===== src/verilog/fm_config.svh =====
`ifndef FM_CONFIG_SVH
`define FM_CONFIG_SVH

////////////////////////////////////////////////////////////
// operator slots swept once per sample.
////////////////////////////////////////////////////////////

`define FM_NUM_OPS 36

// samples per vibrato position step.
`define FM_VIB_DIV 1024

// per-operator phase accumulator width.
`define FM_ACC_W 19

// accumulator bits that leave as the output phase.
`define FM_PHASE_W 10

`endif

===== src/verilog/fm_pkg.sv =====
`include "fm_config.svh"

package fm_pkg;

    ////////////////////////////////////////////////////////////
    // operator fields
    ////////////////////////////////////////////////////////////

    typedef logic [5:0] op_idx_t;              // operator slot index.
    typedef logic [9:0] fnum_t;                // f-number.
    typedef logic [2:0] block_t;               // octave.
    typedef logic [3:0] mult_t;                // multiplier code.
    typedef logic [2:0] vib_pos_t;             // vibrato position.

    ////////////////////////////////////////////////////////////
    // phase path
    ////////////////////////////////////////////////////////////

    typedef logic [`FM_ACC_W-1:0] acc_t;       // phase accumulator.
    typedef logic [`FM_PHASE_W-1:0] phase_t;   // top accumulator bits.

    // slot sequencer states
    typedef enum logic [1:0] {
        SEQ_IDLE  = 2'd0,
        SEQ_RUN   = 2'd1,
        SEQ_STALL = 2'd2
    } seq_state_t;

endpackage


===== src/verilog/fm_op_params_if.sv =====
`timescale 1ns/100ps

interface fm_op_params_if;

    fm_pkg::op_idx_t op;        // read address from the phase block.
    fm_pkg::block_t  block;
    fm_pkg::fnum_t   fnum;
    fm_pkg::mult_t   mult;
    logic            dvb;       // deep vibrato.
    logic            vib;       // vibrato enable.
    logic            restart;   // key-on pending for op.
    logic            consume;   // op accumulated this cycle.

    modport src (
        input  op, consume,
        output block, fnum, mult, dvb, vib, restart
    );

    modport dst (
        output op, consume,
        input  block, fnum, mult, dvb, vib, restart
    );

endinterface


===== src/verilog/fm_phase_top.sv =====
`timescale 1ns/100ps
`include "fm_config.svh"

module fm_phase_top #(
    parameter int VIB_DIV = `FM_VIB_DIV
) (
    input  logic            clk,
    input  logic            rst_n,
    input  logic            run,

    // register port
    input  logic            reg_valid,
    output logic            reg_ready,
    input  fm_pkg::op_idx_t reg_op,
    input  fm_pkg::block_t  reg_block,
    input  fm_pkg::fnum_t   reg_fnum,
    input  fm_pkg::mult_t   reg_mult,
    input  logic            reg_dvb,
    input  logic            reg_vib,
    input  logic            reg_key_on,

    // phase stream
    output logic            out_valid,
    input  logic            out_ready,
    output fm_pkg::op_idx_t out_op,
    output fm_pkg::phase_t  out_phase
);

    fm_pkg::op_idx_t  op_sel;
    logic             next;
    logic             sample_tick;
    logic             stall;
    fm_pkg::vib_pos_t vib_pos;

    fm_op_params_if params_if ();

    fm_op_regs i_fm_op_regs (
        .clk        (clk),
        .rst_n      (rst_n),
        .reg_valid  (reg_valid),
        .reg_ready  (reg_ready),
        .reg_op     (reg_op),
        .reg_block  (reg_block),
        .reg_fnum   (reg_fnum),
        .reg_mult   (reg_mult),
        .reg_dvb    (reg_dvb),
        .reg_vib    (reg_vib),
        .reg_key_on (reg_key_on),
        .busy_op    (op_sel),
        .busy       (next),
        .params     (params_if.src)
    );

    fm_vib_timer #(
        .VIB_DIV (VIB_DIV)
    ) i_fm_vib_timer (
        .clk         (clk),
        .rst_n       (rst_n),
        .sample_tick (sample_tick),
        .vib_pos     (vib_pos)
    );

    fm_op_seq i_fm_op_seq (
        .clk         (clk),
        .rst_n       (rst_n),
        .run         (run),
        .stall       (stall),
        .op_sel      (op_sel),
        .next        (next),
        .sample_tick (sample_tick)
    );

    fm_phase i_fm_phase (
        .clk       (clk),
        .rst_n     (rst_n),
        .op_sel    (op_sel),
        .next      (next),
        .vib_pos   (vib_pos),
        .params    (params_if.dst),
        .out_valid (out_valid),
        .out_ready (out_ready),
        .out_op    (out_op),
        .out_phase (out_phase),
        .stall     (stall)
    );

endmodule


===== src/verilog/fm_phase.sv =====
`timescale 1ns/100ps

module fm_phase (
    input  logic             clk,
    input  logic             rst_n,
    input  fm_pkg::op_idx_t  op_sel,
    input  logic             next,
    input  fm_pkg::vib_pos_t vib_pos,
    fm_op_params_if.dst      params,
    output logic             out_valid,
    input  logic             out_ready,
    output fm_pkg::op_idx_t  out_op,
    output fm_pkg::phase_t   out_phase,
    output logic             stall
);

    logic [2:0]    vib_range;
    fm_pkg::fnum_t fnum_vib;
    logic [4:0]    mult_val;
    logic [16:0]   fnum_blk;
    logic [20:0]   fnum_scaled;
    fm_pkg::acc_t  phase_inc;
    fm_pkg::acc_t  acc_q;
    fm_pkg::acc_t  acc_d;

    assign params.op      = op_sel;
    assign params.consume = next;

    ////////////////////////////////////////////////////////////
    // vibrato
    ////////////////////////////////////////////////////////////

    always_comb begin
        vib_range = params.fnum[9:7];
        if (!params.vib || (vib_pos[1:0] == 2'd0)) begin
            vib_range = '0;
        end else if (vib_pos[0]) begin
            vib_range = vib_range >> 1;
        end
        if (!params.dvb) begin
            vib_range = vib_range >> 1;   // shallow depth.
        end
    end

    assign fnum_vib = vib_pos[2] ? params.fnum - {7'b0, vib_range}
                                 : params.fnum + {7'b0, vib_range};

    ////////////////////////////////////////////////////////////
    // block and multiplier scaling
    ////////////////////////////////////////////////////////////

    always_comb begin
        case (params.mult)
            4'd0:    mult_val = 5'd1;    // half, undone by the shift below.
            4'd11:   mult_val = 5'd20;
            4'd12,
            4'd13:   mult_val = 5'd24;
            4'd14,
            4'd15:   mult_val = 5'd30;
            default: mult_val = {params.mult, 1'b0};
        endcase
    end

    assign fnum_blk    = {7'b0, fnum_vib} << params.block;
    assign fnum_scaled = fnum_blk[16:1] * mult_val;
    assign phase_inc   = fnum_scaled[19:1];

    ////////////////////////////////////////////////////////////
    // accumulation
    ////////////////////////////////////////////////////////////

    fm_op_data_phase i_fm_op_data_phase (
        .clk    (clk),
        .idx    (op_sel),
        .wren   (next),
        .wrdata (acc_d),
        .rddata (acc_q)
    );

    // key-on starts the operator from zero.
    assign acc_d = (params.restart ? '0 : acc_q) + phase_inc;

    // output register
    assign stall = out_valid && !out_ready;

    always_ff @(posedge clk or negedge rst_n) begin
        if (!rst_n) begin
            out_valid <= 1'b0;
            out_op    <= '0;
            out_phase <= '0;
        end else if (next) begin
            out_valid <= 1'b1;
            out_op    <= op_sel;
            out_phase <= acc_d[$bits(acc_d)-1 -: $bits(out_phase)];
        end else if (out_ready) begin
            out_valid <= 1'b0;
        end
    end

endmodule


===== src/verilog/fm_op_seq.sv =====
`timescale 1ns/100ps
`include "fm_config.svh"

module fm_op_seq (
    input  logic            clk,
    input  logic            rst_n,
    input  logic            run,
    input  logic            stall,
    output fm_pkg::op_idx_t op_sel,
    output logic            next,
    output logic            sample_tick
);

    localparam fm_pkg::op_idx_t LAST_OP = fm_pkg::op_idx_t'(`FM_NUM_OPS - 1);

    fm_pkg::seq_state_t state;

    // one slot per clock while running and the output drains.
    assign next        = (state != fm_pkg::SEQ_IDLE) && run && !stall;
    assign sample_tick = next && (op_sel == LAST_OP);

    always_ff @(posedge clk or negedge rst_n) begin
        if (!rst_n) begin
            state <= fm_pkg::SEQ_IDLE;
        end else begin
            case (state)
                fm_pkg::SEQ_IDLE: begin
                    if (run) begin
                        state <= fm_pkg::SEQ_RUN;
                    end
                end
                fm_pkg::SEQ_RUN: begin
                    if (!run) begin
                        state <= fm_pkg::SEQ_IDLE;
                    end else if (stall) begin
                        state <= fm_pkg::SEQ_STALL;   // hold the slot.
                    end
                end
                fm_pkg::SEQ_STALL: begin
                    if (!run) begin
                        state <= fm_pkg::SEQ_IDLE;
                    end else if (!stall) begin
                        state <= fm_pkg::SEQ_RUN;
                    end
                end
                default: state <= fm_pkg::SEQ_IDLE;
            endcase
        end
    end

    always_ff @(posedge clk or negedge rst_n) begin
        if (!rst_n) begin
            op_sel <= '0;
        end else if (next) begin
            op_sel <= (op_sel == LAST_OP) ? '0 : op_sel + 1'b1;
        end
    end

endmodule


===== src/verilog/fm_vib_timer.sv =====
`timescale 1ns/100ps
`include "fm_config.svh"

module fm_vib_timer #(
    parameter int VIB_DIV = `FM_VIB_DIV
) (
    input  logic             clk,
    input  logic             rst_n,
    input  logic             sample_tick,
    output fm_pkg::vib_pos_t vib_pos
);

    localparam int CNT_W = (VIB_DIV > 1) ? $clog2(VIB_DIV) : 1;
    localparam logic [CNT_W-1:0] CNT_LAST = CNT_W'(VIB_DIV - 1);

    logic [CNT_W-1:0] sample_cnt;

    always_ff @(posedge clk or negedge rst_n) begin
        if (!rst_n) begin
            sample_cnt <= '0;
            vib_pos    <= '0;
        end else if (sample_tick) begin
            if (sample_cnt == CNT_LAST) begin
                sample_cnt <= '0;
                vib_pos    <= vib_pos + 1'b1;   // wraps 7 to 0.
            end else begin
                sample_cnt <= sample_cnt + 1'b1;
            end
        end
    end

endmodule


===== src/verilog/fm_op_regs.sv =====
`timescale 1ns/100ps
`include "fm_config.svh"

module fm_op_regs (
    input  logic               clk,
    input  logic               rst_n,
    input  logic               reg_valid,
    output logic               reg_ready,
    input  fm_pkg::op_idx_t    reg_op,
    input  fm_pkg::block_t     reg_block,
    input  fm_pkg::fnum_t      reg_fnum,
    input  fm_pkg::mult_t      reg_mult,
    input  logic               reg_dvb,
    input  logic               reg_vib,
    input  logic               reg_key_on,
    input  fm_pkg::op_idx_t    busy_op,
    input  logic               busy,
    fm_op_params_if.src        params
);

    fm_pkg::block_t block_mem [`FM_NUM_OPS];
    fm_pkg::fnum_t  fnum_mem  [`FM_NUM_OPS];
    fm_pkg::mult_t  mult_mem  [`FM_NUM_OPS];
    logic [`FM_NUM_OPS-1:0] dvb_mem;
    logic [`FM_NUM_OPS-1:0] vib_mem;
    logic [`FM_NUM_OPS-1:0] pending;   // key-on waiting for its slot.

    logic wr_en;

    // the slot being advanced reads its settings this cycle.
    assign reg_ready = !(busy && (reg_op == busy_op));
    assign wr_en     = reg_valid && reg_ready &&
                       (reg_op < fm_pkg::op_idx_t'(`FM_NUM_OPS));

    ////////////////////////////////////////////////////////////
    // read port toward the phase block
    ////////////////////////////////////////////////////////////

    assign params.block   = block_mem[params.op];
    assign params.fnum    = fnum_mem[params.op];
    assign params.mult    = mult_mem[params.op];
    assign params.dvb     = dvb_mem[params.op];
    assign params.vib     = vib_mem[params.op];
    assign params.restart = pending[params.op];

    ////////////////////////////////////////////////////////////
    // host writes
    ////////////////////////////////////////////////////////////

    always_ff @(posedge clk or negedge rst_n) begin
        if (!rst_n) begin
            for (int i = 0; i < `FM_NUM_OPS; i++) begin
                block_mem[i] <= '0;
                fnum_mem[i]  <= '0;
                mult_mem[i]  <= '0;
            end
            dvb_mem <= '0;
            vib_mem <= '0;
        end else if (wr_en) begin
            block_mem[reg_op] <= reg_block;
            fnum_mem[reg_op]  <= reg_fnum;
            mult_mem[reg_op]  <= reg_mult;
            dvb_mem[reg_op]   <= reg_dvb;
            vib_mem[reg_op]   <= reg_vib;
        end
    end

    always_ff @(posedge clk or negedge rst_n) begin
        if (!rst_n) begin
            pending <= '0;
        end else begin
            if (params.consume) begin
                pending[params.op] <= 1'b0;   // restart used.
            end
            if (wr_en && reg_key_on) begin
                pending[reg_op] <= 1'b1;
            end
        end
    end

endmodule


===== src/verilog/fm_op_data_phase.sv =====
`timescale 1ns/100ps
`include "fm_config.svh"

module fm_op_data_phase (
    input  logic            clk,
    input  fm_pkg::op_idx_t idx,
    input  logic            wren,
    input  fm_pkg::acc_t    wrdata,
    output fm_pkg::acc_t    rddata
);

    fm_pkg::acc_t mem [`FM_NUM_OPS];

    // read is combinational so the update closes in one cycle.
    assign rddata = mem[idx];

    always_ff @(posedge clk) begin
        if (wren) begin
            mem[idx] <= wrdata;
        end
    end

endmodule


===== config.mk =====
export PLATFORM = sky130hd
export DESIGN_NAME = fm_phase_top
export DESIGN_NICKNAME = d
export VERILOG_FILES = /design/src/verilog/fm_pkg.sv /design/src/verilog/fm_op_params_if.sv /design/src/verilog/fm_phase_top.sv /design/src/verilog/fm_phase.sv /design/src/verilog/fm_op_seq.sv /design/src/verilog/fm_vib_timer.sv /design/src/verilog/fm_op_regs.sv /design/src/verilog/fm_op_data_phase.sv
export VERILOG_INCLUDE_DIRS = /design/src /design/src/verilog
export SDC_FILE = /design/constraint.sdc
export NUM_CORES = 2
export LEC_CHECK = 0
export BUFFER_PORTS_ARGS = -buffer_cell sky130_fd_sc_hd__buf_2
export CORE_ASPECT_RATIO = 0.8
export CORE_MARGIN = 5
export CORE_UTILIZATION = 64
export DETAILED_ROUTE_END_ITERATION = 8
export PLACE_DENSITY = 0.8
export SYNTH_ARGS = -nofsm -noshare
export SYNTH_HDL_FRONTEND = slang
export SYNTH_HIERARCHICAL = 1
export SYNTH_SLANG_ARGS = --single-unit

===== constraint.sdc =====
create_clock -name clk -period 14.21 [get_ports clk]
set_input_delay 2.842 -clock clk [delete_from_list [all_inputs] [get_ports clk]]
set_output_delay 2.842 -clock clk [all_outputs]
set_load 0.01 [all_outputs]

### After elaboration in Yosys (flattened, before gate mapping)

Memory sizes are Yosys's and may differ from the RTL's.
Cells that the tools add are included.
Widths: inputs -> output; s select.

| operators by class | value |
|---|---|
| mux-type cells | 50 |
| bitwise operators | 5 |
| equality and inequality tests | 13 |
| order comparisons | 8 |
| multiply operators | 1 |
| add/subtract/negate cells | 6 |
| divide/modulo/power cells | 0 |
| reductions and logical operators | 25 |
| shift-type cells | 1 |

Operator list:

| operator | count |
|---|---|
| $bwmux 360 | 1 |
| $bwmux 144 | 1 |
| $bwmux 108 | 1 |
| $bwmux 36 | 2 |
| $mux 36 | 2 |
| $bmux 10 s6 | 1 |
| $demux 10 s6 | 1 |
| $mux 10 | 5 |
| $and 36x36->36 | 1 |
| $not 36->36 | 1 |
| $or 36x36->36 | 1 |
| $bmux 4 s6 | 1 |
| $demux 4 s6 | 1 |
| $eq 4x4->1 const B | 5 |
| $mul 16x5->20 | 1 |
| $pmux 5 s4 | 1 |
| $add 19x19->19 | 1 |
| $mux 19 | 1 |
| $bmux 1 s6 | 3 |
| $bmux 3 s6 | 1 |
| $demux 3 s6 | 1 |
| $mux 3 | 6 |
| $shl 10x3->17 | 1 |
| $ge 7x7->1 const B | 2 |
| 33 further kinds | 67 |

| storage, ports and cells | value |
|---|---|
| bits in latches | 0 |
| memories kept | 1 |
| bits of input ports | 31 |
| word-level logic and storage cells | 228 |
| bits in writable memories | 684 |
| register bits after elaboration | 758 |
| ROM bits | 0 |
| output and inout port bits | 18 |

Memory list:

| memory | words | bits a word | rd ports | clocked after memory_dff | write ports | RTL line | RTL |
|---|---|---|---|---|---|---|---|
| i_fm_phase.i_fm_op_data_phase.mem | 36 | 19 | 1 | 0 | 1 | fm_op_data_phase.sv:12 | `` fm_pkg::acc_t mem [`FM_NUM_OPS]; `` |

### Logic depth before layout (Yosys ltp)

| depth | value |
|---|---|
| depth in word-level cells | 12 |
| gate-level depth with buffers | 49 |
| gate-level depth less buffers | 44 |

### Cells and area by module

The synthesis kept the hierarchy.

By module, submodules not included:

| module | times used | cells an instance | sequential area each (um2) | area an instance (um2) |
|---|---|---|---|---|
| fm_op_regs | 1 | 2,443 | 18,017.3 | 33,671.0 |
| fm_op_data_phase | 1 | 1,446 | 20,539.7 | 26,560.5 |
| fm_phase | 1 | 639 | 425.4 | 5,158.7 |
| fm_vib_timer | 1 | 57 | 325.3 | 644.4 |
| fm_op_seq | 1 | 36 | 200.2 | 387.9 |

### Least setup slack after synthesis

No wires, ideal clock.

| path | value |
|---|---|
| path type | register to register |
| start point | register i_fm_op_seq.op_sel[2] |
| end point | memory i_fm_phase/i_fm_op_data_phase/mem[0][18] in the netlist's numbering, data pin |
| clock period less this slack | 11.096 ns |
| buffers on the path | 5 |
| slack | 3.114 ns |
| required time | 13.795 ns |
| cell stages (with the launch flop) | 43 |
| library setup time | 0.415 ns |
| data arrival time | 10.681 ns |
| cell sequence | dfrtp_1 -> buf_4 -> buf_2 -> buf_2 -> buf_2 -> clkbuf_1 -> and3_1 -> a31oi_1 -> nand4_1 -> nor2b_1 -> a21oi_1 -> o31ai_1 -> inv_1 -> ha_1 -> ha_1 -> or2_2 -> ha_1 -> a21o_1 -> [... 7 more ...] -> fa_1 -> fa_1 -> inv_1 -> fa_1 -> inv_1 -> ha_1 -> a211oi_1 -> nor2_1 -> o41a_1 -> a31oi_1 -> xnor2_1 -> ha_1 -> or2_2 -> a21oi_1 -> nor2_1 -> a221oi_1 -> xnor2_1 -> xnor2_1 |

| on the way | value |
|---|---|
| cells in the longest elaborated chain, start to end | 12 |
| elaborated cells between the ends (all ways) | 38 |
| those cells by class | add/sub: 3; mul: 1; eq/ne: 5; shift: 1; mux: 21; bitwise: 1; reduce/logical: 5; memory: 1 |

RTL lines:

| item | RTL line | RTL |
|---|---|---|
| from (decl) | fm_op_seq.sv:9 | `output fm_pkg::op_idx_t op_sel,` |
| from (signal assigned) | fm_op_seq.sv:55 | `op_sel <= (op_sel == LAST_OP) ? '0 : op_sel + 1'b1;` |
| $not 6->7 (implied by the code) * | fm_op_regs.sv:40 | `assign params.fnum = fnum_mem[params.op];` |
| $bmux 10 s6 * | fm_op_regs.sv:40 |  |
| $mux 10 (implied by the code) * (2 in a row) | fm_op_regs.sv:40 |  |
| via params_if.fnum[8] | fm_op_params_if.sv:7 | `fm_pkg::fnum_t fnum;` |
| $mux 3 | fm_phase.sv:37 | `end else if (vib_pos[0]) begin` |
| $mux 3 | fm_phase.sv:35 | `if (!params.vib \|\| (vib_pos[1:0] == 2'd0)) begin` |
| $mux 3 | fm_phase.sv:40 | `if (!params.dvb) begin` |
| $add 10x3->10 or $sub 10x3->10 (tied branches) | fm_phase.sv:46, fm_phase.sv:45 |  |
| $mux 10 * | fm_phase.sv:45 | `assign fnum_vib = vib_pos[2] ? params.fnum - {7'b0, vib_range}` |
| $shl 10x3->17 * | fm_phase.sv:64 | `assign fnum_blk = {7'b0, fnum_vib} << params.block;` |
| $mul 16x5->20 * | fm_phase.sv:65 | `assign fnum_scaled = fnum_blk[16:1] * mult_val;` |
| $add 19x19->19 * | fm_phase.sv:81 | `assign acc_d = (params.restart ? '0 : acc_q) + phase_inc;` |
| via i_fm_phase.acc_d[18] | fm_phase.sv:24 | `fm_pkg::acc_t acc_d;` |
| to (decl) | fm_op_data_phase.sv:12 |  |

The timed path passes the listed nets; every way through them passes the cells marked *. The select of a mux whose other input is x is not followed.

### Worst setup path in the final report

| path | value |
|---|---|
| start point | register i_fm_op_seq.op_sel[2] |
| end point | register i_fm_phase.out_phase[7] |

| on the way | value |
|---|---|
| cells in the longest elaborated chain, start to end | 12 |
| elaborated cells between the ends (all ways) | 38 |
| those cells by class | add/sub: 3; mul: 1; eq/ne: 5; shift: 1; mux: 21; bitwise: 1; reduce/logical: 5; memory: 1 |

RTL lines:

| item | RTL line | RTL |
|---|---|---|
| $not 6->7 (implied by the code) * | fm_op_regs.sv:40 |  |
| $bmux 10 s6 * | fm_op_regs.sv:40 |  |
| $mux 10 (implied by the code) * (2 in a row) | fm_op_regs.sv:40 |  |
| via params_if.fnum[8] | fm_op_params_if.sv:7 |  |
| $mux 3 | fm_phase.sv:37 |  |
| $mux 3 | fm_phase.sv:35 |  |
| $mux 3 | fm_phase.sv:40 |  |
| $add 10x3->10 or $sub 10x3->10 (tied branches) | fm_phase.sv:46, fm_phase.sv:45 |  |
| $mux 10 * | fm_phase.sv:45 |  |
| $shl 10x3->17 * | fm_phase.sv:64 |  |
| $mul 16x5->20 * | fm_phase.sv:65 |  |
| $add 19x19->19 * | fm_phase.sv:81 |  |
| via i_fm_phase.acc_d[16] | fm_phase.sv:24 |  |
| to (signal assigned) | fm_phase.sv:94 | `out_phase <= acc_d[$bits(acc_d)-1 -: $bits(out_phase)];` |
| to (decl) | fm_phase.sv:13 | `output fm_pkg::phase_t out_phase,` |

Marked as above.
A chain may end at the register's enable or synchronous reset.

==> impl_metrics.tcl <==
set metrics [dict create \
    slew_headroom_pct 13.13 \
    synth_area_um2 66420 \
    yosysWarnings 6 \
    rsz0062_at_grt "false" \
    slowest_stage "a221oi_1" \
    insertion_delay_ns 0.78 \
    synth_edf_count 684 \
    synth_fp_nets 4757 \
    die_h_um 298.1 \
    tns_ns 0 \
    worstPathArrival_ns 13.73 \
    layout_common_cells "777 x mux2_2, 754 x dfrtp_1, 684 x edfxtp_1, 235 x mux2i_1, 176 x buf_4" \
    antenna_found_initial 12 \
    final_area_um2 72610 \
    netlist_instances 4621 \
    crit_path_end_kind "register" \
    final.setup.worst_slack_ns 1.190 \
    cts.sinks 1442 \
    nNetsFinal 4785 \
    layout_commonest_cell "mux2_2" \
    skew_ns 0.05636 \
    start_kind "register" \
    drtPass1Iterations 6 \
    critical_path_buf_inv_count 4 \
    grt_pass1_wl_um 289600 \
    drt_iter0_markers 6406 \
    yosysTopAreaCellShare_pct 30.92 \
    post_cts_buffers 0 \
    async_flop_share_pct 52.57 \
    gr-usage-all-layers_pct 35.52 \
    route.final.wire_length_um 196400 \
    hold_class "reg -> reg" \
    placed_area_um2 68230 \
    wire_per_inst_um 31.93 \
    drc_errors 0 \
    clk_pin_slew_ns 0.07 \
    clk_path_buf_depth 3 \
    ant_nets 0 \
    core_area_um2 102700 \
    cp_common_cell "ha_1" \
    ctsHoldBuffers 0 \
    grt_pass1_vias 43408 \
    crit_type "reg -> reg" \
    yosysSeqAreaShare_pct 59.48 \
    synthDistinctLibCells 88 \
    synth_ff_type "dfrtp_1" \
    synth_top_area_cell "edfxtp_1" \
    rrSetupSlack_ns 1.19 \
    cts_tree "built" \
    max_stage_delay_ns 1.06 \
    ios 49 \
    root_buffer "clkbuf_16" \
    std_cell_rows 105 \
    hold_viol 0 \
    fill_cells 6736 \
    crit_path_max_fanout 52 \
    numCtsBuffers 137 \
    slew_violations 0 \
    vias 43830 \
    max_slew.worst_pin.slew_ns 1.302 \
    worst-endpoint-required_ns 14.92 \
    synth.area.top_cells "edfxtp_1 31%, dfrtp_1 29%, mux2_2 13%" \
    place_hpwl_um 122600 \
    synth-seq-cells 1442 \
    area_growth_pct 9.319 \
    drive_gt1_share_pct 29.96 \
    setup_viol 0 \
    outcome "finished, final reports clean" \
    die_area_um2 110400 \
    max_freq_ghz 0.07680 \
    syn_avg_cell_area_um2 14.37 \
    min_period_ns 13.02 \
    cts_max_level 4 \
    start_util_pct 64.65 \
    port_buffers 48 \
    via_per_inst 7.125 \
    cap_violations 0 \
    gr-total-overflow 0 \
    path_delay_family "compound AO/OA/AOI/OAI gates" \
    post-route-period-util_pct 91.63 \
    die_x_um 370.2 \
    pre_cts_slack_ns 1.656 \
    cts_resized 0 \
    grt_max_degree 166 \
    place_congestion 0.9603 \
]
[stage by stage]
stage | cells | hold WS (ns) | utilization (%)
3_5_place_dp | 5901 | 0.4743 | 66.41
5_1_grt | 6150 | 0.4965 | 70.67
2_1_floorplan | 4621 | 0.4524 | -
6_report | 6152 | 0.4864 | 70.68
4_1_cts | 6150 | 0.4887 | 70.67
3_3_place_gp | 5901 | 0.4664 | 66.41
[cells in the mapped netlist (all sizes together) (15+ instances only)]
cell type and instances:
xnor2 37, buf 187, clkbuf 153, xor2 18, a21oi 78, a22oi 131, mux2i 235, dfrtp 758
nor2 155, ha 62, nand2 146, nand2b 24, a22o 23, nand4 28, nor2b 59, o221ai 34
fa 43, mux2 787, o21ai 172, o211ai 17, o22a 31, or2 15, inv 94, nand3 41
a221oi 158, nor3 63, and2 37, o22ai 79, edfxtp 684, mux4 66, a31oi 16, a21o 17
[state kept, by name (all words and copies together) (netlist names), 3 cells and up]
name and flops:
i_fm_op_regs/block_mem 108, i_fm_op_regs/dvb_mem 36, i_fm_op_regs/fnum_mem 360, i_fm_op_regs/mult_mem 144, i_fm_op_regs/pending 36, i_fm_op_regs/vib_mem 36, i_fm_op_seq/op_sel 6, i_fm_phase/i_fm_op_data_phase/mem 684
i_fm_phase/out_op 6, i_fm_phase/out_phase 10, i_fm_vib_timer/sample_cnt 10, i_fm_vib_timer/vib_pos 3
[final timing paths]
check                                   startpoint                         end  depth (start not counted)
max                          i_fm_op_seq/op_sel[2]     i_fm_phase/out_phase[7]                         43
min                        i_fm_op_regs/dvb_mem[2]     i_fm_op_regs/dvb_mem[2]                          1
max reg2reg                  i_fm_op_seq/op_sel[2]     i_fm_phase/out_phase[7]                         43
min reg2reg                i_fm_op_regs/dvb_mem[2]     i_fm_op_regs/dvb_mem[2]                          1
max in group asynchronous                    rst_n       i_fm_op_seq/op_sel[1]                          3
min in group asynchronous                    rst_n  i_fm_op_regs/fnum_mem[204]                          1
[cell type report]
class,instances,area [µm²],share of cell area (%)
antenna,2,5.005,0.006893
clock buffer,191,3794,5.225
clock inverter,58,583.1,0.8030
inverter,95,356.6,0.4911
multi-input combinational,2744,24940,34.35
sequential,1442,39520,54.43
tap,1391,1740,2.397
timing repair buffer,229,1672,2.302
[cell families after synthesis]
group                      Yosys count  share of synthesized area, %
DFF                               1442                         59.48
muxes                             1088                         19.13
AOI/OAI and AO/OA                  861                         9.328
and+or+nand+nor                    635                         5.450
buffers and inverters              435                         3.426
adders and majority gates          105                         2.464
xor gates and xnor gates            55                        0.7252
[routing by layer]
layer,vias up,wire [µm],global-route usage (%),share of wire [%]
met3,535,32610,15.20,17
li1,17713,-,-,-
met5,-,61,0,0.031
met4,8,6930,11.66,3.5
met2,3262,81650,48.39,42
met1,22312,75160,51.77,38
Power is not shown: default switching activity piles up to over one toggle a cycle in this logic, so the estimate is an artifact.
